<file path="src/rtl/rv32i_dmem_pkg.sv">
// RV32I data memory path
// Shared widths, width codes and word views

`default_nettype none

package rv32i_dmem_pkg;

    ////////////////////////////////////////////////////////////
    // Bus widths
    ////////////////////////////////////////////////////////////

    localparam int XLEN  = 32;           // Data and address width
    localparam int SEL_W = XLEN / 8;     // Wishbone byte enables, one per lane

    ////////////////////////////////////////////////////////////
    // Core memory control
    ////////////////////////////////////////////////////////////

    // [1:0] access width, [2] unsigned flag for loads
    localparam int MEM_SEL_W = 3;

    localparam logic [1:0] MEM_BYTE = 2'b00;
    localparam logic [1:0] MEM_HALF = 2'b01;
    localparam logic [1:0] MEM_WORD = 2'b10;
    // 2'b11 reserved, treated as misaligned

    // Load control after reset, signed word
    localparam logic [MEM_SEL_W-1:0] MEM_SEL_RESET = {1'b0, MEM_WORD};

    ////////////////////////////////////////////////////////////
    // Word views
    ////////////////////////////////////////////////////////////

    // One bus word, seen as byte lanes or as halfwords
    // Lane 0 is the least significant byte (little endian)
    typedef union packed {
        logic [SEL_W-1:0][7:0] bytes;      // Byte loads, lane writes
        logic [1:0][15:0]      halves;     // Halfword loads
    } dmem_word_u;

endpackage

`default_nettype wire

</file>
<file path="src/rtl/data_organizer.sv">
// Load data select and extend

`timescale 1ns/1ps
`default_nettype none

module data_organizer (
    input  wire logic [rv32i_dmem_pkg::XLEN-1:0]      data_i,  // Word from the bus
    input  wire logic [rv32i_dmem_pkg::MEM_SEL_W-1:0] sel_i,   // Width and unsigned flag
    input  wire logic [1:0]                           off_i,   // Byte offset of the load
    output      logic [rv32i_dmem_pkg::XLEN-1:0]      data_o
);

    rv32i_dmem_pkg::dmem_word_u word;
    logic [7:0]                 ld_byte;
    logic [15:0]                ld_half;
    logic                       is_unsigned;
    logic                       byte_fill;   // Extension bit for bytes
    logic                       half_fill;   // Extension bit for halfwords

    assign word        = data_i;
    assign is_unsigned = sel_i[2];

    ////////////////////////////////////////////////////////////
    // Lane select
    ////////////////////////////////////////////////////////////

    assign ld_byte = word.bytes[off_i];
    assign ld_half = word.halves[off_i[1]];  // Offset bit 0 is zero when aligned

    // Sign bit or zero
    assign byte_fill = ~is_unsigned & ld_byte[7];
    assign half_fill = ~is_unsigned & ld_half[15];

    ////////////////////////////////////////////////////////////
    // Extend to full width
    ////////////////////////////////////////////////////////////

    always_comb begin
        unique case (sel_i[1:0])
            rv32i_dmem_pkg::MEM_BYTE: begin
                data_o = {{(rv32i_dmem_pkg::XLEN-8){byte_fill}}, ld_byte};
            end
            rv32i_dmem_pkg::MEM_HALF: begin
                data_o = {{(rv32i_dmem_pkg::XLEN-16){half_fill}}, ld_half};
            end
            default: begin
                // Word, or reserved code with the zero error word
                data_o = data_i;
            end
        endcase
    end

endmodule

`default_nettype wire

</file>
<file path="config.mk">
export PLATFORM = sky130hd
export DESIGN_NAME = data_organizer
export DESIGN_NICKNAME = d
export VERILOG_FILES = /design/src/rtl/rv32i_dmem_pkg.sv /design/src/rtl/data_organizer.sv
export SDC_FILE = /design/constraint.sdc
export NUM_CORES = 1
export LEC_CHECK = 0
export BUFFER_PORTS_ARGS = -buffer_cell sky130_fd_sc_hd__buf_4
export CORE_MARGIN = 3
export CORE_UTILIZATION = 42
export DETAILED_ROUTE_END_ITERATION = 12
export PLACE_DENSITY = 0.93
export SYNTH_ARGS = -nofsm -noshare
export SYNTH_HDL_FRONTEND = slang
export SYNTH_SLANG_ARGS = --single-unit
export TNS_END_PERCENT = 30
</file>
<file path="constraint.sdc">
create_clock -name vclk -period 2.63
set_input_delay 0.263 -clock vclk [all_inputs]
set_output_delay 0.263 -clock vclk [all_outputs]
set_load 0.01 [all_outputs]
</file>
==> insert_results.sql, run 1 <==
INSERT INTO impl_metrics (metric_group, metric, value, unit) VALUES
('final_layout', 'fin_util', '0.7711', ''),
('global_routing', 'grt_start_max_net_pins', '29', ''),
('die', 'chipWidth', '47.10', 'um'),
('worst_hold_path', 'min_path_type', 'in -> out', ''),
('timing', 'hold_viol_final', '0', ''),
('setup_path', 'worst_ep_required_time', '2370', 'ps'),
('placed_design', 'gp_congestion', '0.7912', ''),
('placed_design', 'buffers_added_on_ports', '69', ''),
('setup_path', 'critical_path.max_stage_delay', '560', 'ps'),
('timing', 'relative_max_transition_margin', '0.4185', ''),
('die', 'floorplan.die.height', '47.10', 'um'),
('routing', 'drt_iter0_drc', '21', ''),
('final_layout', 'nClkBuffers', '0', ''),
('timing', 'final_min_period_over_clock_period', '0.7582', ''),
('timing', 'finalSetupViolations', '0', ''),
('setup_path', 'crit_arrival', '1730', 'ps'),
('timing', 'maxSlewViolCount', '0', ''),
('clock_tree', 'setup_fix_bufs_post_cts', '0', ''),
('power', 'ir_drop_worst_case_vdd', '0.0001169', 'V'),
('worst_hold_path', 'hold_path_end', 'data_o[22]', ''),
('power', 'power.density_cell_area', '222.3', 'mW/mm^2'),
('clock_tree', 'cts_hold_buffers', '0', ''),
('routing', 'post-route-drc-count', '0', ''),
('final_layout', 'fin_nets', '193', ''),
('final_layout', 'fin_area', '0.001189', 'mm^2'),
('routing', 'post_drt_wl_per_cell', '15.84', 'um'),
('setup_path', 'setup.worst_path.start_class', 'input pin', ''),
('synth', 'synth.net_count', '130', ''),
('run_status', 'status', 'finished, final reports clean', ''),
('final_layout', 'final_cell_count_no_fill', '170', ''),
('setup_path', 'setup.worst_path.end_class', 'output pin', ''),
('die', 'initial_utilization', '0.4602', ''),
('die', 'fp-row-count', '14', ''),
('power', 'cellLeakagePower', '0.5897', 'nW'),
('setup_path', 'cp_slowest_cell', 'sky130_fd_sc_hd__nor2b_1', ''),
('synth', 'synth_area', '709.4', 'um^2'),
('final_layout', 'synthToLayoutAreaGrowth', '67.55', '%'),
('setup_path', 'worst-setup-path-type', 'in -> out', ''),
('synth', 'yosysTopAreaCell', 'sky130_fd_sc_hd__mux2i_1', ''),
('worst_hold_path', 'timing.hold.worst.start', 'data_i[22]', ''),
('synth', 'yosysMostFrequentCell', 'sky130_fd_sc_hd__nand2_1', ''),
('placed_design', 'dpl-instance-area', '0.001189', 'mm^2'),
('run', 'drv_cap', '0', ''),
('global_routing', 'grt_pass1_vias', '840', ''),
('power', 'fin_total_pwr', '0.2642', 'mW'),
('synth', 'post_synth_most_frequent_cells', 'sky130_fd_sc_hd__nand2_1 (24), sky130_fd_sc_hd__o21ai_2 (10), sky130_fd_sc_hd__mux2i_1 (9)', ''),
('synth', 'yosysWarningCount', '0', ''),
('global_routing', 'grt_first_pass_wirelength', '3739', 'um'),
('timing', 'worst_slack', '636.0', 'ps'),
('synth', 'syn_avg_cell_area', '7.628', 'um^2'),
('setup_path', 'crit_top_cell', 'sky130_fd_sc_hd__buf_4', ''),
('routing', 'wl', '2693', 'um'),
('die', 'core', '0.001541', 'mm^2'),
('routing', 'total_via_count_after_detailed_routing', '1030', ''),
('clock_tree', 'number_of_resized_instances_in_the_post_cts_repair_step', '0', ''),
('final_layout', 'seqCellArea', '0', 'um^2'),
('global_routing', 'antenna_found_initial', '0', ''),
('worst_hold_path', 'min_path_cells', '4', ''),
('final_layout', 'post_route_cells_drive_above_1_share', '0.6104', ''),
('setup_path', 'critical_path_peak_fanout', '12', ''),
('synth', 'seq_area_frac_synth', '0', ''),
('synth', 'yosysUniqueCellTypes', '23', ''),
('timing', 'tightest_slew', '870.4', 'ps'),
('global_routing', 'globalRouteOverflowTotal', '0', ''),
('placed_design', 'place_worst_setup_slack', '676.3', 'ps'),
('timing', 'unrepaired_setup_endpoints_after_global_routing', 'false', ''),
('placed_design', 'placed_cells', '170', ''),
('final_layout', 'num_antenna_cells', '0', ''),
('setup_path', 'crit_path_cell_trace', 'buf_4 -> nor2b_1 -> nand2_2 -> o221a_2 -> buf_4', ''),
('global_routing', 'grt_use_total', '0.2226', ''),
('placed_design', 'place_hpwl', '2151', 'um');
-- area by class of cell --
class              instances  area [um^2]
fillers                  117        352.8
repair buffers            70        525.5
multi-input cells         83        639.4
well taps                 16        20.02
inverters                  1        3.754
-- layout by cell type, fill, tap and decap left out --
| cell type | Yosys | layout |
|---|---|---|
| sky130_fd_sc_hd__nor3b_1 | 1 | 1 |
| sky130_fd_sc_hd__o221a_2 | 8 | 8 |
| sky130_fd_sc_hd__a21oi_2 | 1 | 1 |
| sky130_fd_sc_hd__o21ai_0 | 6 | 6 |
| sky130_fd_sc_hd__mux2i_1 | 9 | 9 |
| sky130_fd_sc_hd__nand2_1 | 24 | 24 |
| sky130_fd_sc_hd__nor3b_4 | 1 | 1 |
| sky130_fd_sc_hd__inv_2 | 1 | 1 |
| sky130_fd_sc_hd__a22o_1 | 8 | 8 |
| sky130_fd_sc_hd__buf_4 | 2 | 70 |
| sky130_fd_sc_hd__nor2_1 | 1 | 1 |
| sky130_fd_sc_hd__mux2_4 | 1 | 1 |
| sky130_fd_sc_hd__or2_0 | 1 | 1 |
| sky130_fd_sc_hd__nand2b_1 | 1 | 1 |
| sky130_fd_sc_hd__nand2_2 | 1 | 1 |
| sky130_fd_sc_hd__a221o_1 | 8 | 8 |
| sky130_fd_sc_hd__o21ai_2 | 10 | 10 |
| sky130_fd_sc_hd__mux4_2 | 1 | 1 |
| sky130_fd_sc_hd__nor2b_1 | 1 | 1 |
-- how the worst max path moves through the flow --
stage / startpoint / cells past startpoint / slack (ps) / endpoint
6_report: off_i[1] / 5 / 640 / data_o[4]
5_1_grt: off_i[1] / 5 / 560 / data_o[7]
4_1_cts: off_i[1] / 5 / 660 / data_o[4]
3_5_place_dp: off_i[1] / 5 / 680 / data_o[4]
3_3_place_gp: off_i[1] / 5 / 710 / data_o[7]
2_1_floorplan: sel_i[1] / 5 / 1110 / data_o[10]
-- report_power, final --
group          internal, mW  switching (mW)
clock network             0               0
logic                 0.143           0.121
registers                 0               0
total                 0.143           0.121
-- kinds of logic (layout without fill, tap and decap cells) --
| logic type | Yosys count | after routing | synth area share |
|---|---|---|---|
| and+or+nand+nor | 31 | 31 | 0.2046 |
| AOI/OAI and AO/OA | 41 | 41 | 0.5168 |
| muxes | 11 | 11 | 0.1799 |
| buffers and inverters | 10 | 71 | 0.09874 |
-- worst max-delay path, delay by kind of cell --
family	cells	cell delay (ps)
compound gates	1	340
buf+inv	2	340
simple gates	2	790
-- per-layer routing --
layer  wire, um  global-route usage  part of all wire
met4         80             0.06630             0.030
met5          0                   0                 0
met3        290             0.01916              0.11
met1       1059              0.2777              0.39
met2       1262              0.4011              0.47
Note: power is estimated with default switching activity, not from simulation.
==> run 2: changes to the inputs <==
--- a/config.mk
+++ b/config.mk
@@ -7,9 +7,9 @@
 export LEC_CHECK = 0
 export BUFFER_PORTS_ARGS = -buffer_cell sky130_fd_sc_hd__buf_4
 export CORE_MARGIN = 3
-export CORE_UTILIZATION = 42
+export CORE_UTILIZATION = 35
 export DETAILED_ROUTE_END_ITERATION = 12
-export PLACE_DENSITY = 0.93
+export PLACE_DENSITY = 0.83
 export SYNTH_ARGS = -nofsm -noshare
 export SYNTH_HDL_FRONTEND = slang
 export SYNTH_SLANG_ARGS = --single-unit
==> constraint.sdc (replaced) <==
create_clock -name vclk -period 1.65
set_input_delay 0.165 -clock vclk [all_inputs]
set_output_delay 0.165 -clock vclk [all_outputs]
set_load 0.01 [all_outputs]
==> insert_results.sql, run 2 (synthesis results as in run 1) <==
INSERT INTO impl_metrics (metric_group, metric, value, unit) VALUES
('die', 'initial_utilization', '0.3897', ''),
('timing', 'unrepaired_setup_endpoints_after_global_routing', 'false', ''),
('die', 'fp-row-count', '15', ''),
('routing', 'wl', '2908', 'um'),
('setup_path', 'critical_path_peak_fanout', '8', ''),
('placed_design', 'place_worst_setup_slack', '62.35', 'ps'),
('clock_tree', 'number_of_resized_instances_in_the_post_cts_repair_step', '0', ''),
('power', 'cellLeakagePower', '0.6149', 'nW'),
('final_layout', 'fin_nets', '198', ''),
('routing', 'total_via_count_after_detailed_routing', '1036', ''),
('final_layout', 'synthToLayoutAreaGrowth', '74.43', '%'),
('final_layout', 'num_antenna_cells', '0', ''),
('final_layout', 'layout_commonest_cell', 'sky130_fd_sc_hd__buf_4', ''),
('timing', 'worst_slack', '65.87', 'ps'),
('die', 'floorplan.die.height', '51.02', 'um'),
('final_layout', 'post_route_cells_drive_above_1_share', '0.6226', ''),
('run', 'drv_cap', '0', ''),
('global_routing', 'grt_use_total', '0.2182', ''),
('run_status', 'status', 'finished, final reports clean', ''),
('placed_design', 'dpl-instance-area', '0.001237', 'mm^2'),
('timing', 'tightest_slew', '374.0', 'ps'),
('worst_hold_path', 'timing.hold.worst.start', 'data_i[21]', ''),
('final_layout', 'fin_util', '0.6797', ''),
('setup_path', 'worst-setup-path-type', 'in -> out', ''),
('timing', 'maxSlewViolCount', '0', ''),
('global_routing', 'globalRouteOverflowTotal', '0', ''),
('die', 'area_of_the_die', '0.002603', 'mm^2'),
('die', 'chipWidth', '51.02', 'um'),
('placed_design', 'place_hpwl', '2382', 'um'),
('final_layout', 'n_sequential_cell', '0', ''),
('timing', 'max_clock_freq', '0.6313', 'GHz'),
('global_routing', 'grt_pass1_vias', '986', ''),
('placed_design', 'gp_congestion', '0.8392', ''),
('power', 'ir_drop_worst_case_vdd', '0.0001814', 'V'),
('power', 'power.density_cell_area', '351.2', 'mW/mm^2'),
('global_routing', 'grt_first_pass_wirelength', '4581', 'um'),
('timing', 'final_min_period_over_clock_period', '0.9601', ''),
('routing', 'post_drt_wl_per_cell', '15.80', 'um'),
('clock_tree', 'setup_fix_bufs_post_cts', '0', ''),
('routing', 'post-route-drc-count', '0', ''),
('setup_path', 'setup.worst_path.end_class', 'output pin', ''),
('routing', 'ant_nets', '0', ''),
('timing', 'final.setup.tns', '0', 'ps'),
('timing', 'hold_viol_final', '0', ''),
('placed_design', 'buffers_added_on_ports', '69', ''),
('die', 'core', '0.001821', 'mm^2'),
('routing', 'drt-pass1-iter-count', '4', ''),
('timing', 'finalSetupViolations', '0', ''),
('final_layout', 'fin_area', '0.001237', 'mm^2'),
('setup_path', 'setup.worst_path.start_class', 'input pin', ''),
('routing', 'drt_iter0_drc', '37', ''),
('power', 'fin_total_pwr', '0.4346', 'mW'),
('routing', 'post_drt_via_cell_ratio', '5.630', ''),
('final_layout', 'seqCellArea', '0', 'um^2'),
('timing', 'fin_crit', '1584', 'ps'),
('setup_path', 'origin_of_the_worst_setup_path', 'off_i[1]', ''),
('die', 'io_pins', '69', ''),
('setup_path', 'crit_arrival', '1420', 'ps'),
('global_routing', 'antenna_found_initial', '0', ''),
('clock_tree', 'cts_hold_buffers', '0', ''),
('worst_hold_path', 'min_path_type', 'in -> out', ''),
('setup_path', 'worst_ep_required_time', '1480', 'ps'),
('global_routing', 'grt_start_max_net_pins', '17', ''),
('final_layout', 'final_cell_mix', 'sky130_fd_sc_hd__buf_4 (75), sky130_fd_sc_hd__nand2_1 (24), sky130_fd_sc_hd__o21ai_2 (10)', ''),
('final_layout', 'nClkBuffers', '0', ''),
('timing', 'relative_max_transition_margin', '0.7504', '');
run 2: layer usage:
| layer | track usage | wire length (um) |
|---|---|---|
| met1 | 0.2674 | 1091 |
| met4 | 0.01345 | 14 |
| met5 | 0 | 0 |
| met3 | 0.03790 | 341 |
| met2 | 0.4077 | 1461 |
run 2: path summary, 6_finish.rpt:
check / cells after the start / slack, ps / endpoint
setup / recovery: 5 / 70 / data_o[12]
hold / removal: 4 / 620 / data_o[21]
run 2: stage by stage:
step	hold WS [ps]	instances
2_1_floorplan	444.7	93
3_3_place_gp	623.0	184
3_5_place_dp	626.3	184
4_1_cts	626.7	184
5_1_grt	649.9	184
6_report	623.7	184
run 2: where the power goes:
part           switching, mW  leakage, nW  internal [mW]
Sequential                 0            0              0
Clock                      0            0              0
Combinational          0.199        0.615          0.236
Total                  0.199        0.615          0.236
run 2: critical path: stages:
cell and delay (ps):
sky130_fd_sc_hd__buf_4 130, sky130_fd_sc_hd__mux4_2 490, sky130_fd_sc_hd__nor3b_4 190, sky130_fd_sc_hd__a221o_1 290, sky130_fd_sc_hd__buf_4 150
run 2: area by class of cell:
cell class         count  area, um^2
fillers              156       583.1
inverters              1       3.754
multi-input cells     83       639.4
well taps             25       31.28
repair buffers        75       563.0
