[config.mk]
export PLATFORM = sky130hd
export DESIGN_NAME = rv32i_data_wb_adapter_flat
export DESIGN_NICKNAME = d
export VERILOG_FILES = /design/src/rtl/rv32i_dmem_pkg.sv /design/src/rtl/wb_if.sv /design/src/rtl/rv32i_data_wb_adapter.sv /design/src/flat_wrapper.sv
export SDC_FILE = /design/constraint.sdc
export NUM_CORES = 1
export LEC_CHECK = 0
export ABC_AREA = 1
export ABC_CLOCK_PERIOD_IN_PS = 2500
export BUFFER_PORTS_ARGS = -buffer_cell sky130_fd_sc_hd__clkbuf_2
export CORE_MARGIN = 10
export CORE_UTILIZATION = 29
export DETAILED_ROUTE_END_ITERATION = 6
export GPL_TIMING_DRIVEN = 1
export MAX_ROUTING_LAYER = met4
export PLACE_DENSITY_LB_ADDON = 0.3
export SYNTH_ARGS = -nofsm -noshare
export SYNTH_HDL_FRONTEND = slang
export SYNTH_SLANG_ARGS = --single-unit
[constraint.sdc]
create_clock -name clk -period 2.5 [get_ports clk]
set_input_delay 0.125 -clock clk [delete_from_list [all_inputs] [get_ports clk]]
set_output_delay 0.125 -clock clk [all_outputs]
set_load 0.005 [all_outputs]
[src/rtl/rv32i_dmem_pkg.sv]
// RV32I data memory path
// Shared widths, width codes and word views

`default_nettype none

package rv32i_dmem_pkg;

    ////////////////////////////////////////////////////////////
    // Bus widths
    ////////////////////////////////////////////////////////////

    localparam int XLEN  = 32;           // Data and address width
    localparam int SEL_W = XLEN / 8;     // Wishbone byte enables, one per lane

    ////////////////////////////////////////////////////////////
    // Core memory control
    ////////////////////////////////////////////////////////////

    // [1:0] access width, [2] unsigned flag for loads
    localparam int MEM_SEL_W = 3;

    localparam logic [1:0] MEM_BYTE = 2'b00;
    localparam logic [1:0] MEM_HALF = 2'b01;
    localparam logic [1:0] MEM_WORD = 2'b10;
    // 2'b11 reserved, treated as misaligned

    // Load control after reset, signed word
    localparam logic [MEM_SEL_W-1:0] MEM_SEL_RESET = {1'b0, MEM_WORD};

    ////////////////////////////////////////////////////////////
    // Word views
    ////////////////////////////////////////////////////////////

    // One bus word, seen as byte lanes or as halfwords
    // Lane 0 is the least significant byte (little endian)
    typedef union packed {
        logic [SEL_W-1:0][7:0] bytes;      // Byte loads, lane writes
        logic [1:0][15:0]      halves;     // Halfword loads
    } dmem_word_u;

endpackage

`default_nettype wire

[src/rtl/wb_if.sv]
// Wishbone classic bus

`timescale 1ns/1ps
`default_nettype none

interface wb_if;

    // Request, driven by the master
    logic                             cyc;
    logic                             stb;
    logic                             we;
    logic [rv32i_dmem_pkg::XLEN-1:0]  adr;    // Byte address
    logic [rv32i_dmem_pkg::XLEN-1:0]  dat_w;  // Lane-aligned write data
    logic [rv32i_dmem_pkg::SEL_W-1:0] sel;    // Byte enables

    // Response, driven by the slave
    logic                             stall;
    logic                             ack;
    logic [rv32i_dmem_pkg::XLEN-1:0]  dat_r;
    logic                             err;

    modport master (
        output cyc,
        output stb,
        output we,
        output adr,
        output dat_w,
        output sel,
        input  stall,
        input  ack,
        input  dat_r,
        input  err
    );

    modport slave (
        input  cyc,
        input  stb,
        input  we,
        input  adr,
        input  dat_w,
        input  sel,
        output stall,
        output ack,
        output dat_r,
        output err
    );

endinterface

`default_nettype wire

[src/rtl/rv32i_data_wb_adapter.sv]
// Core to Wishbone request stage

`timescale 1ns/1ps
`default_nettype none

module rv32i_data_wb_adapter (
    input  wire logic                                 clk,
    input  wire logic                                 rst_n,

    // Core load/store port
    input  wire logic [rv32i_dmem_pkg::XLEN-1:0]      core_addr_i,
    input  wire logic [rv32i_dmem_pkg::XLEN-1:0]      core_data_i,
    input  wire logic                                 core_we_i,
    input  wire logic [rv32i_dmem_pkg::MEM_SEL_W-1:0] core_sel_i,
    output      logic                                 core_err_o,

    // Bus master side
    wb_if.master                                      wb_m,

    // Load control for the load stage, one cycle late
    output      logic [rv32i_dmem_pkg::MEM_SEL_W-1:0] ld_sel_o,
    output      logic [1:0]                           ld_off_o
);

    logic [1:0]                       width;     // Access width code
    logic [1:0]                       off;       // Byte offset in word
    logic [rv32i_dmem_pkg::SEL_W-1:0] base_sel;  // Enables before shift
    logic                             misalign;
    logic [rv32i_dmem_pkg::XLEN-1:0]  st_data;   // Store data in its lanes

    assign width = core_sel_i[1:0];
    assign off   = core_addr_i[1:0];

    ////////////////////////////////////////////////////////////
    // Width decode and alignment check
    ////////////////////////////////////////////////////////////

    always_comb begin
        unique case (width)
            rv32i_dmem_pkg::MEM_BYTE: begin
                base_sel = 4'b0001;
                misalign = 1'b0;           // Bytes go anywhere
            end
            rv32i_dmem_pkg::MEM_HALF: begin
                base_sel = 4'b0011;
                misalign = off[0];         // Odd address
            end
            rv32i_dmem_pkg::MEM_WORD: begin
                base_sel = 4'b1111;
                misalign = |off;
            end
            default: begin
                base_sel = 4'b0000;        // Reserved code
                misalign = 1'b1;
            end
        endcase
    end

    ////////////////////////////////////////////////////////////
    // Store data lane placement
    ////////////////////////////////////////////////////////////

    // Narrow data repeated over all lanes, enables pick the right one
    always_comb begin
        unique case (width)
            rv32i_dmem_pkg::MEM_BYTE: st_data = {4{core_data_i[7:0]}};
            rv32i_dmem_pkg::MEM_HALF: st_data = {2{core_data_i[15:0]}};
            default:                  st_data = core_data_i;
        endcase
    end

    // Bus request, one access per clock
    assign wb_m.cyc   = 1'b1;
    assign wb_m.stb   = 1'b1;
    assign wb_m.we    = core_we_i;
    assign wb_m.adr   = core_addr_i;
    assign wb_m.dat_w = st_data;
    assign wb_m.sel   = misalign ? '0 : base_sel << off;  // Empty mask kills the access

    ////////////////////////////////////////////////////////////
    // Load control, carried into the next cycle
    ////////////////////////////////////////////////////////////

    always_ff @(posedge clk or negedge rst_n) begin
        if (!rst_n) begin
            ld_sel_o <= rv32i_dmem_pkg::MEM_SEL_RESET;
            ld_off_o <= 2'b00;
        end else begin
            ld_sel_o <= core_sel_i;    // Width and sign for the returned word
            ld_off_o <= off;
        end
    end

    // Registered in the memory, covers misaligned accesses through the empty mask
    assign core_err_o = wb_m.err;

endmodule

`default_nettype wire

[src/flat_wrapper.sv]
// flat-port wrapper written by rule: the top's interface ports become plain ports
module rv32i_data_wb_adapter_flat 
  (clk, rst_n, core_addr_i, core_data_i, core_we_i, core_sel_i, core_err_o, ld_sel_o, ld_off_o, wb_m_cyc, wb_m_stb, wb_m_we, wb_m_adr, wb_m_dat_w, wb_m_sel, wb_m_stall, wb_m_ack, wb_m_dat_r, wb_m_err);
  wb_if wb_m_i ();
  input  wire logic clk;
  input  wire logic rst_n;
  input  wire logic [rv32i_dmem_pkg::XLEN-1:0] core_addr_i;
  input  wire logic [rv32i_dmem_pkg::XLEN-1:0] core_data_i;
  input  wire logic core_we_i;
  input  wire logic [rv32i_dmem_pkg::MEM_SEL_W-1:0] core_sel_i;
  output      logic core_err_o;
  output      logic [rv32i_dmem_pkg::MEM_SEL_W-1:0] ld_sel_o;
  output      logic [1:0] ld_off_o;
  output wire logic [$bits(wb_m_i.cyc)-1:0] wb_m_cyc;
  output wire logic [$bits(wb_m_i.stb)-1:0] wb_m_stb;
  output wire logic [$bits(wb_m_i.we)-1:0] wb_m_we;
  output wire logic [$bits(wb_m_i.adr)-1:0] wb_m_adr;
  output wire logic [$bits(wb_m_i.dat_w)-1:0] wb_m_dat_w;
  output wire logic [$bits(wb_m_i.sel)-1:0] wb_m_sel;
  input wire logic [$bits(wb_m_i.stall)-1:0] wb_m_stall;
  input wire logic [$bits(wb_m_i.ack)-1:0] wb_m_ack;
  input wire logic [$bits(wb_m_i.dat_r)-1:0] wb_m_dat_r;
  input wire logic [$bits(wb_m_i.err)-1:0] wb_m_err;
  assign wb_m_cyc = wb_m_i.cyc;
  assign wb_m_stb = wb_m_i.stb;
  assign wb_m_we = wb_m_i.we;
  assign wb_m_adr = wb_m_i.adr;
  assign wb_m_dat_w = wb_m_i.dat_w;
  assign wb_m_sel = wb_m_i.sel;
  assign wb_m_i.stall = wb_m_stall;
  assign wb_m_i.ack = wb_m_ack;
  assign wb_m_i.dat_r = wb_m_dat_r;
  assign wb_m_i.err = wb_m_err;
  rv32i_data_wb_adapter u_core (.clk(clk), .rst_n(rst_n), .core_addr_i(core_addr_i), .core_data_i(core_data_i), .core_we_i(core_we_i), .core_sel_i(core_sel_i), .core_err_o(core_err_o), .wb_m(wb_m_i), .ld_sel_o(ld_sel_o), .ld_off_o(ld_off_o));
endmodule
==> results of run 1 <==
## cells by family after synthesis
kind of cell | Yosys count | share of synthesized area (%)
buffers and inverters | 71 | 43.90
AND/OR/NAND/NOR | 67 | 26.76
AO/OA/AOI/OAI | 18 | 10.36
adder cells (fa/ha/maj) | 5 | 6.165
flip-flops | 5 | 12.45
other | 1 | 0.3696
## area by class of cell
type                       count  area [µm²]  share of cell area, %
clock buffer                   4       26.28                  2.248
sequential                     5       126.4                  10.81
tap                           46       57.56                  4.925
timing repair buffer          83       425.4                  36.40
inverter                      23       86.33                  7.388
multi-input combinational     92       446.7                  38.22
## through the flow
stage          hold slack (ns)  total power, µW  instances
2_1_floorplan          -0.1706            226.5        168
3_3_place_gp          -0.05670            272.8        247
3_5_place_dp          -0.05748            273.0        247
4_1_cts                0.04687            369.9        253
5_1_grt                0.04810            401.5        253
6_report               0.05513            358.9        253
## how the worst max path moves through the flow
stage                        from              to  slack [ns]  cells past startpoint
CTS                 core_sel_i[1]  wb_m_dat_w[15]        0.56                      8
detailed placement  core_sel_i[1]  wb_m_dat_w[15]        0.58                      8
global placement    core_sel_i[1]  wb_m_dat_w[15]        0.58                      8
global route        core_sel_i[1]  wb_m_dat_w[15]        0.33                      8
finish              core_sel_i[1]  wb_m_dat_w[15]        0.65                      8
floorplan           core_sel_i[1]  wb_m_dat_w[11]        1.50                      7
## Yosys cell counts (all sizes together)
library cell,n
ha,5
nand3,14
inv,23
or2,1
dfrtp,4
a21oi,1
nand2,48
o21ai,17
nor2,4
dfstp,1
conb,1
buf,48
## state kept, by name, indices dropped and copies added, names as in the netlist
register	cells
u_core.ld_sel_o	3
u_core.ld_off_o	2
## power groups by stage
| stage | sequential (µW) | clock [µW] | combinational (µW) |
|---|---|---|---|
| after floorplan | 88.8 | 0 | 138 |
| after global placement | 88.0 | 0 | 185 |
| after detailed placement | 88.0 | 0 | 185 |
| after CTS | 86.9 | 94.5 | 188 |
| after global routing | 87.1 | 101 | 213 |
| final | 86.8 | 90.1 | 182 |
## metal layers
layer	up-vias	share of wire [%]	GRT usage, %
met5	-	0	-
met4	0	3.6	5.376
met3	16	11	4.279
met2	54	49	16.64
met1	432	37	9.968
li1	544	-	-
## critical path, cell delays in order
cell and delay, ns:
clkbuf_2 0.23, inv_1 0.21, ha_1 0.35, inv_1 0.28, o21ai_0 0.23, inv_1 0.07, o21ai_0 0.08, clkbuf_2 0.15
==> run_results.csv, run 1 <==
group,metric,value,unit
timing,setup_ws,0.6456,ns
worst_hold_path,min_path_type,"input pin to register",
power,switchingPower,128.0,µW
synthesis,avgSynthCellArea,6.076,µm²
synthesis,yosysUniqueCellTypes,16,
die,die_w,79.15,µm
timing,fin_setup_tns,0,ns
die,initial_core_util,30.17,%
clocking,numCtsBuffers,3,
drt,viasPerCell,4.134,
grt,grt_max_degree,22,
outcome,outcome,"completed",
power,powerDensity,307.1,nW/µm²
final_layout,layout_common_cells,"clkbuf_2, nand2_1, inv_1",
worst_hold_path,min-delay-start,"core_sel_i[0]",
drt,ant_nets,0,
setup_path,arrival,1.73,ns
final_layout,diodes,0,
drt,num_vias,1046,
clocking,clkSlewWorstSetupHoldPaths,0.04,ns
drt,firstDrtPassIters,4,
timing,max_freq,0.5393,GHz
timing,finalCriticalPeriod,1.854,ns
clocking,cts_resized,0,
power,combPwrFrac,50.7,%
final_layout,final_nets,318,
power,switching_share,35.66,%
synthesis,netlist_instances,167,
worst_hold_path,min_path_cells,1,
final_layout,fin_area,1169,µm²
placement,dpl_cell_area,1122,µm²
setup_path,path_class,"input pin to primary output",
flow_run,cap_violations,0,
clocking,tritoncts,"done",
clocking,cts_buffer_depth,2,
final_layout,num-fill-cells,404,
synthesis,synth-seq-cells,5,
grt,grt_pass1_vias,1098,
clocking,cts-root-buf,"clkbuf_4",
worst_hold_path,hold_end,"u_core.ld_sel_o[0]",
setup_path,cp_max_fo,16,
timing,finalCritPeriodShare,74.17,%
timing,rsz0062_at_grt,"no",
grt,grt-ovfl-total,0,
clocking,htree_levels,1,
placement,gp_congestion,0.7669,
die,dieArea,6265,µm²
synthesis,synth.area.top_cells,"buf_4, nand2_1, dfrtp_1",
final_layout,areaGrowthSynthToFinish,15.17,%
drt,drt-total-wl,3166,µm
final_layout,utilization,34.75,%
timing,setup_viol_count_final,0,
synthesis,yosys_warnings,0,
drt,wire_per_inst,12.51,µm
drt,drc_errors,0,
grt,track_usage,10.10,%
power,internal_power,230.9,µW
power,vdd_drop_max,0.1170,mV
final_layout,final_common_cell,"clkbuf_2",
timing,hold_viol,0,
setup_path,end_kind,"primary output",
placement,hpwlAfterDp,2702,µm
final_layout,layout-drive-gt1-share,43.96,%
clocking,clock-sinks,5,
timing,maxSlewViolCount,0,
grt,antenna_found_initial,0,
setup_path,cp.required,2.38,ns
clocking,cts_hold_buffers,2,
synthesis,yosysSeqAreaShare,12.45,%
placement,io_buffers,81,
synthesis,synth_top_area_share,33.29,%
die,core_area,3363,µm²
die,dieHeight,79.15,µm
die,ioPinCount,182,
placement,pre_cts_ws,0.5809,ns
clocking,post_cts_buffers,0,
power,p_leak,0.0007757,µW
synthesis,synth_area,1015,µm²
setup_path,start_kind,"input pin",
drt,drt_iter0_markers,35,
power,p_seq_share,24.2,%
synthesis,yosysTopAreaCell,"buf_4",
die,rows,21,
power,pwr-share-clk,25.1,%
grt,grt_pass1_wl,5181,µm
No activity file was read; power rests on OpenSTA's default activity.
==> run 2, diff against run 1 <==
--- a/config.mk
+++ b/config.mk
@@ -6,10 +6,10 @@
 export NUM_CORES = 1
 export LEC_CHECK = 0
 export ABC_AREA = 1
-export ABC_CLOCK_PERIOD_IN_PS = 2500
+export ABC_CLOCK_PERIOD_IN_PS = 1570
 export BUFFER_PORTS_ARGS = -buffer_cell sky130_fd_sc_hd__clkbuf_2
 export CORE_MARGIN = 10
-export CORE_UTILIZATION = 29
+export CORE_UTILIZATION = 24
 export DETAILED_ROUTE_END_ITERATION = 6
 export GPL_TIMING_DRIVEN = 1
 export MAX_ROUTING_LAYER = met4
==> constraint.sdc (replaced) <==
create_clock -name clk -period 1.57 [get_ports clk]
set_input_delay 0.0785 -clock clk [delete_from_list [all_inputs] [get_ports clk]]
set_output_delay 0.0785 -clock clk [all_outputs]
set_load 0.005 [all_outputs]
==> run 2 against run 1 <==
Compared with the run above:
- clock-buffer cell count did not move
- sequential share of layout area fell by 0.48 points
- cell count rose by 3.2%
- critical path depth did not move
- non-clock buffer count rose by 4
- core utilization fell by 4.6 points
- critical path type unchanged
==> run_results.csv, run 2 (same netlist as run 1, synthesis figures left out) <==
group,metric,value,unit
die,dieArea,7229,µm²
final_layout,top_regs,"u_core.ld_sel_o x3, u_core.ld_off_o x2",
drt,routed.top_layer,"met4",
final_layout,areaGrowthSynthToFinish,20.47,%
clocking,cts_buffer_depth,2,
clocking,clock-sinks,5,
die,initial_core_util,25.01,%
worst_hold_path,min_path_type,"input pin to register",
timing,hold_viol,0,
timing,max_freq,0.7941,GHz
power,pwr-share-clk,34.8,%
timing,maxSlewViolCount,0,
setup_path,end_kind,"primary output",
drt,drt-total-wl,3304,µm
placement,dpl.cell_count,255,
clocking,cts_resized,0,
die,dieHeight,85.03,µm
die,rows,23,
final_layout,utilization,30.13,%
drt,num_vias,1071,
power,internal_power,452.1,µW
timing,setup_viol_count_final,0,
clocking,clkSlewWorstSetupHoldPaths,0.03,ns
setup_path,worst_path_largest_cell_delay,0.25,ns
setup_path,arrival,1.18,ns
drt,wire_per_inst,12.66,µm
setup_path,cp.required,1.49,ns
grt,grt-ovfl-total,0,
grt,track_usage,8.786,%
clocking,cts-root-buf,"clkbuf_8",
power,combPwrFrac,44.6,%
setup_path,cp_max_fo,10,
outcome,outcome,"completed",
timing,rsz0062_at_grt,"no",
drt,dr_wl_met2,1555,µm
final_layout,largest_register_ffs,3,
power,switching_share,32.63,%
drt,dr_wl_met3,307,µm
power,switchingPower,219.0,µW
drt,drt_iter0_markers,19,
final_layout,layout-drive-gt1-share,45.02,%
power,vdd_drop_max,0.1998,mV
die,ioPinCount,182,
drt,viasPerCell,4.103,
worst_hold_path,min_path_cells,1,
timing,fin_setup_tns,0,ns
die,die_w,85.03,µm
setup_path,path_class,"input pin to primary output",
grt,antenna_found_initial,0,
final_layout,layout_common_cells,"clkbuf_2, nand2_1, inv_1",
final_layout,largest_register,"u_core.ld_sel_o",
drt,wl_met1,1308,µm
clocking,numCtsBuffers,3,
final_layout,final_cells,261,
final_layout,final_common_cell,"clkbuf_2",
timing,finalCritPeriodShare,80.21,%
drt,drc_errors,0,
power,p_seq_share,20.7,%
timing,finalCriticalPeriod,1.259,ns
die,core_area,4058,µm²
grt,grt_pass1_wl,5202,µm
power,powerDensity,549.0,nW/µm²
flow_run,cap_violations,0,
placement,io_buffers,81,
placement,gp_congestion,0.7175,
setup_path,start_kind,"input pin",
power,p_leak,0.0008030,µW
worst_hold_path,hold_end,"u_core.ld_sel_o[0]",
clocking,htree_levels,1,
drt,ant_nets,0,
drt,firstDrtPassIters,4,
grt,grt_max_degree,22,
grt,grt_pass1_vias,1103,
clocking,tritoncts,"done",
worst_hold_path,min-delay-start,"core_sel_i[0]",
final_layout,final_nets,322,
setup_path,cp_slowest_cell,"inv_1",
placement,hpwlAfterDp,2838,µm
setup_path,cp_cell_sequence,"clkbuf_2 > inv_1 > ha_1 > inv_1 > buf_4 > nand3_1 > nand2_1 > clkbuf_2",
final_layout,diodes,0,
## run 2: cell types whose count changed in the layout (fill, tap and decap cells not counted), sizes merged
cell | previous run | this run
buf | 0 | 4
## run 2: how the worst max path moves through the flow
stage,start,endpoint,slack [ns],cells past startpoint
finish,core_sel_i[1],wb_m_dat_w[31],0.31,8
global route,core_sel_i[1],wb_m_dat_w[27],0.11,8
CTS,core_sel_i[1],wb_m_dat_w[25],0.26,8
detailed placement,core_sel_i[1],wb_m_dat_w[27],0.26,8
global placement,core_sel_i[1],wb_m_dat_w[31],0.26,8
floorplan,core_sel_i[1],wb_m_dat_w[11],0.66,7
## run 2: power groups by stage
| stage | logic, µW | registers, µW | clock network, µW |
|---|---|---|---|
| after floorplan | 219 | 141 | 0 |
| after global placement | 302 | 140 | 0 |
| after detailed placement | 303 | 140 | 0 |
| after CTS | 309 | 139 | 238 |
| after global routing | 346 | 139 | 251 |
| final | 299 | 139 | 233 |
## run 2: metrics by stage
| step | hold slack [ns] | setup WS (ns) | cell area (µm²) | total power [µW] |
|---|---|---|---|---|
| 2_1_floorplan | -0.2171 | 0.6637 | 1018 | 360.7 |
| 3_3_place_gp | -0.1019 | 0.2563 | 1157 | 442.6 |
| 3_5_place_dp | -0.1023 | 0.2575 | 1157 | 443.4 |
| 4_1_cts | 0.01877 | 0.2614 | 1222 | 685.3 |
| 5_1_grt | 0.01975 | 0.1098 | 1222 | 736.4 |
| 6_report | 0.02166 | 0.3107 | 1222 | 671.1 |
## run 2: repair_timing
item / in CTS / in global routing
buffers inserted: 0 / 0
endpoints found under the hold margin: 6 / 0
hold buffers: 2 / 0
## run 2: layer usage
layer / track usage, % / vias to the layer above
met3: 2.772 / 24
met4: 5.389 / 0
met5: - / -
met1: 9.302 / 442
li1: - / 551
met2: 13.96 / 54
## run 2: critical path: cells and delay by family
kind          cells  cell delay (ns)
buf+inv           5             0.75
fa+ha+maj         1             0.20
simple gates      2             0.14
## run 2: final cells by class
class                   instances  area (µm²)
clock buffers                   4       45.04
fillers                       470        2835
inverters                      23       86.33
multi-input cells              92       446.7
flip-flops and latches          5       126.4
well taps                      50       62.56
repair buffers                 87       455.4
==> run 3, diff against run 2 <==
--- a/config.mk
+++ b/config.mk
@@ -6,10 +6,10 @@
 export NUM_CORES = 1
 export LEC_CHECK = 0
 export ABC_AREA = 1
-export ABC_CLOCK_PERIOD_IN_PS = 1570
+export ABC_CLOCK_PERIOD_IN_PS = 1200
 export BUFFER_PORTS_ARGS = -buffer_cell sky130_fd_sc_hd__clkbuf_2
 export CORE_MARGIN = 10
-export CORE_UTILIZATION = 24
+export CORE_UTILIZATION = 27
 export DETAILED_ROUTE_END_ITERATION = 6
 export GPL_TIMING_DRIVEN = 1
 export MAX_ROUTING_LAYER = met4
==> constraint.sdc (replaced) <==
create_clock -name clk -period 1.2 [get_ports clk]
set_input_delay 0.06 -clock clk [delete_from_list [all_inputs] [get_ports clk]]
set_output_delay 0.06 -clock clk [all_outputs]
set_load 0.005 [all_outputs]
==> run 3 against run 2 <==
Compared with the run above:
- sequential share of layout area shrank 0.86 points
- highest routed layer unchanged
- global-route usage grew 0.35 points
- critical path type unchanged
- clock-buffer cell count is the same
- critical endpoint is now wb_m_dat_w[24]
==> run_results.csv, run 3 (same netlist as run 1, synthesis figures left out) <==
group,metric,value,unit
outcome,outcome,"completed",
timing,hold_viol,0,
die,initial_core_util,27.72,%
clocking,clock-sinks,5,
final_layout,multiInputGateArea,471.7,µm²
setup_path,start_kind,"input pin",
final_layout,largest_register_ffs,3,
setup_path,cp.required,1.14,ns
clocking,clkSlewWorstSetupHoldPaths,0.03,ns
timing,setup_viol_count_final,0,
setup_path,endpoint,"wb_m_dat_w[24]",
drt,drt_iter0_markers,52,
clocking,cts-root-buf,"clkbuf_8",
setup_path,crit_cells,9,
final_layout,final_nets,332,
die,die_w,81.31,µm
setup_path,path_buf_inv,6,
setup_path,worst_path_dominant_cell_family,"buffers and inverters",
final_layout,diodes,0,
final_layout,layout-drive-gt1-share,49.77,%
timing,finalCriticalPeriod,1.088,ns
die,dieHeight,81.31,µm
setup_path,worst_path_largest_cell_delay,0.17,ns
clocking,cts_buffer_depth,2,
clocking,numCtsBuffers,3,
final_layout,largest_register,"u_core.ld_sel_o",
final_layout,final_common_cell,"clkbuf_2",
final_layout,num-fill-cells,414,
grt,grt_pass1_vias,1078,
power,switching_share,32.00,%
worst_hold_path,min_path_cells,1,
die,ioPinCount,182,
setup_path,cp_max_fo,5,
die,dieArea,6611,µm²
timing,maxSlewViolCount,0,
timing,finalCritPeriodShare,90.70,%
setup_path,cp_slowest_cell,"ha_4",
power,internal_power,621.6,µW
power,vdd_drop_max,0.2236,mV
power,powerDensity,685.3,nW/µm²
power,p_seq_share,19.8,%
drt,firstDrtPassIters,3,
setup_path,arrival,1.03,ns
setup_path,end_kind,"primary output",
final_layout,areaGrowthSynthToFinish,31.44,%
power,pwr-share-clk,33.2,%
timing,fin_setup_tns,0,ns
grt,grt_pass1_wl,4857,µm
drt,drc_errors,0,
setup_path,cp_cell_sequence,"clkbuf_2 > inv_2 > ha_4 > clkinvlp_4 > buf_4 > buf_4 > nand3_1 > nand2_1 > clkbuf_2",
drt,ant_nets,0,
clocking,htree_levels,1,
grt,antenna_found_initial,0,
die,core_area,3661,µm²
placement,hpwlAfterDp,2799,µm
final_layout,layout_common_cells,"clkbuf_2, nand2_1, inv_1",
drt,wire_per_inst,12.08,µm
final_layout,utilization,36.43,%
worst_hold_path,min_path_type,"input pin to register",
power,switchingPower,292.4,µW
die,rows,22,
final_layout,seq_area,126.4,µm²
setup_path,crit_path_start,"core_sel_i[1]",
flow_run,cap_violations,0,
drt,drt-total-wl,3250,µm
drt,num_vias,1108,
power,p_leak,0.0008448,µW
drt,viasPerCell,4.119,
power,combPwrFrac,47.0,%
setup_path,path_class,"input pin to primary output",
grt,grt-ovfl-total,0,
placement,gp_congestion,0.7671,
clocking,tritoncts,"done",
grt,grt_max_degree,19,
timing,max_freq,0.9188,GHz
grt,track_usage,9.135,%
placement,io_buffers,81,
timing,rsz0062_at_grt,"no",
final_layout,top_regs,"u_core.ld_sel_o x3, u_core.ld_off_o x2",
run 3: cell count changes in the layout (fill, tap and decap cells not counted):
cell / delta
buf_4: +8
inv_1: -3
ha_1: -2
ha_4: +2
inv_2: +2
buf_12: +1
clkinvlp_2: +1
clkinvlp_4: +1
o21ai_0: -1
o21ai_1: +1
run 3: per-stage QoR:
| step | cell area, µm² | hold slack (ns) | total power (µW) | setup slack (ns) | cells |
|---|---|---|---|---|---|
| 3_5_place_dp | 1197 | -0.1240 | 593.4 | 0.01978 | 257 |
| 5_1_grt | 1334 | 0.05056 | 996.4 | 0.02316 | 269 |
| 2_1_floorplan | 1018 | -0.2356 | 471.9 | 0.3307 | 168 |
| 3_3_place_gp | 1197 | -0.1228 | 591.7 | 0.02868 | 257 |
| 6_report | 1334 | 0.04029 | 914.0 | 0.1116 | 269 |
| 4_1_cts | 1262 | 0.006318 | 906.5 | 0.01076 | 263 |
run 3: layer usage:
metal	global-route usage (%)	vias to the layer above	part of all wire (%)
met5	-	-	0
met4	4.152	0	2.7
met3	4.415	20	14
met2	14.69	56	47
met1	9.211	459	36
li1	-	573	-
run 3: final cells by class:
type                            count  area share [%]
Clock buffer                        4           3.377
Multi-Input combinational cell     92           35.37
Timing Repair Buffer               96           40.15
Inverter                           23           6.754
Tap cell                           48           4.503
Timing Repair inverter              1          0.3752
Sequential cell                     5           9.475
run 3: what timing repair did:
| action | CTS | global route |
|---|---|---|
| endpoints found under the setup margin | 0 | 13 |
| resized for setup | 0 | 8 |
| buffers inserted | 0 | 5 |
| hold endpoints to repair | 6 | 0 |
| hold buffers | 2 | 0 |
run 3: worst min path at each step:
stage	slack, ns	endpoint	from
after detailed placement	-0.12	u_core.ld_sel_o[2]	rst_n
after CTS	0.006	u_core.ld_sel_o[0]	core_sel_i[0]
final	0.04	u_core.ld_off_o[0]	core_addr_i[0]
after global routing	0.05	u_core.ld_sel_o[0]	core_sel_i[0]
after global placement	-0.12	u_core.ld_off_o[0]	rst_n
after floorplan	-0.24	u_core.ld_off_o[0]	rst_n
run 3: power groups by stage:
stage,sequential [µW],combinational (µW),clock [µW]
2_1_floorplan,185,287,0
3_3_place_gp,183,409,0
3_5_place_dp,183,410,0
4_1_cts,181,417,308
5_1_grt,183,493,320
6_report,181,430,303
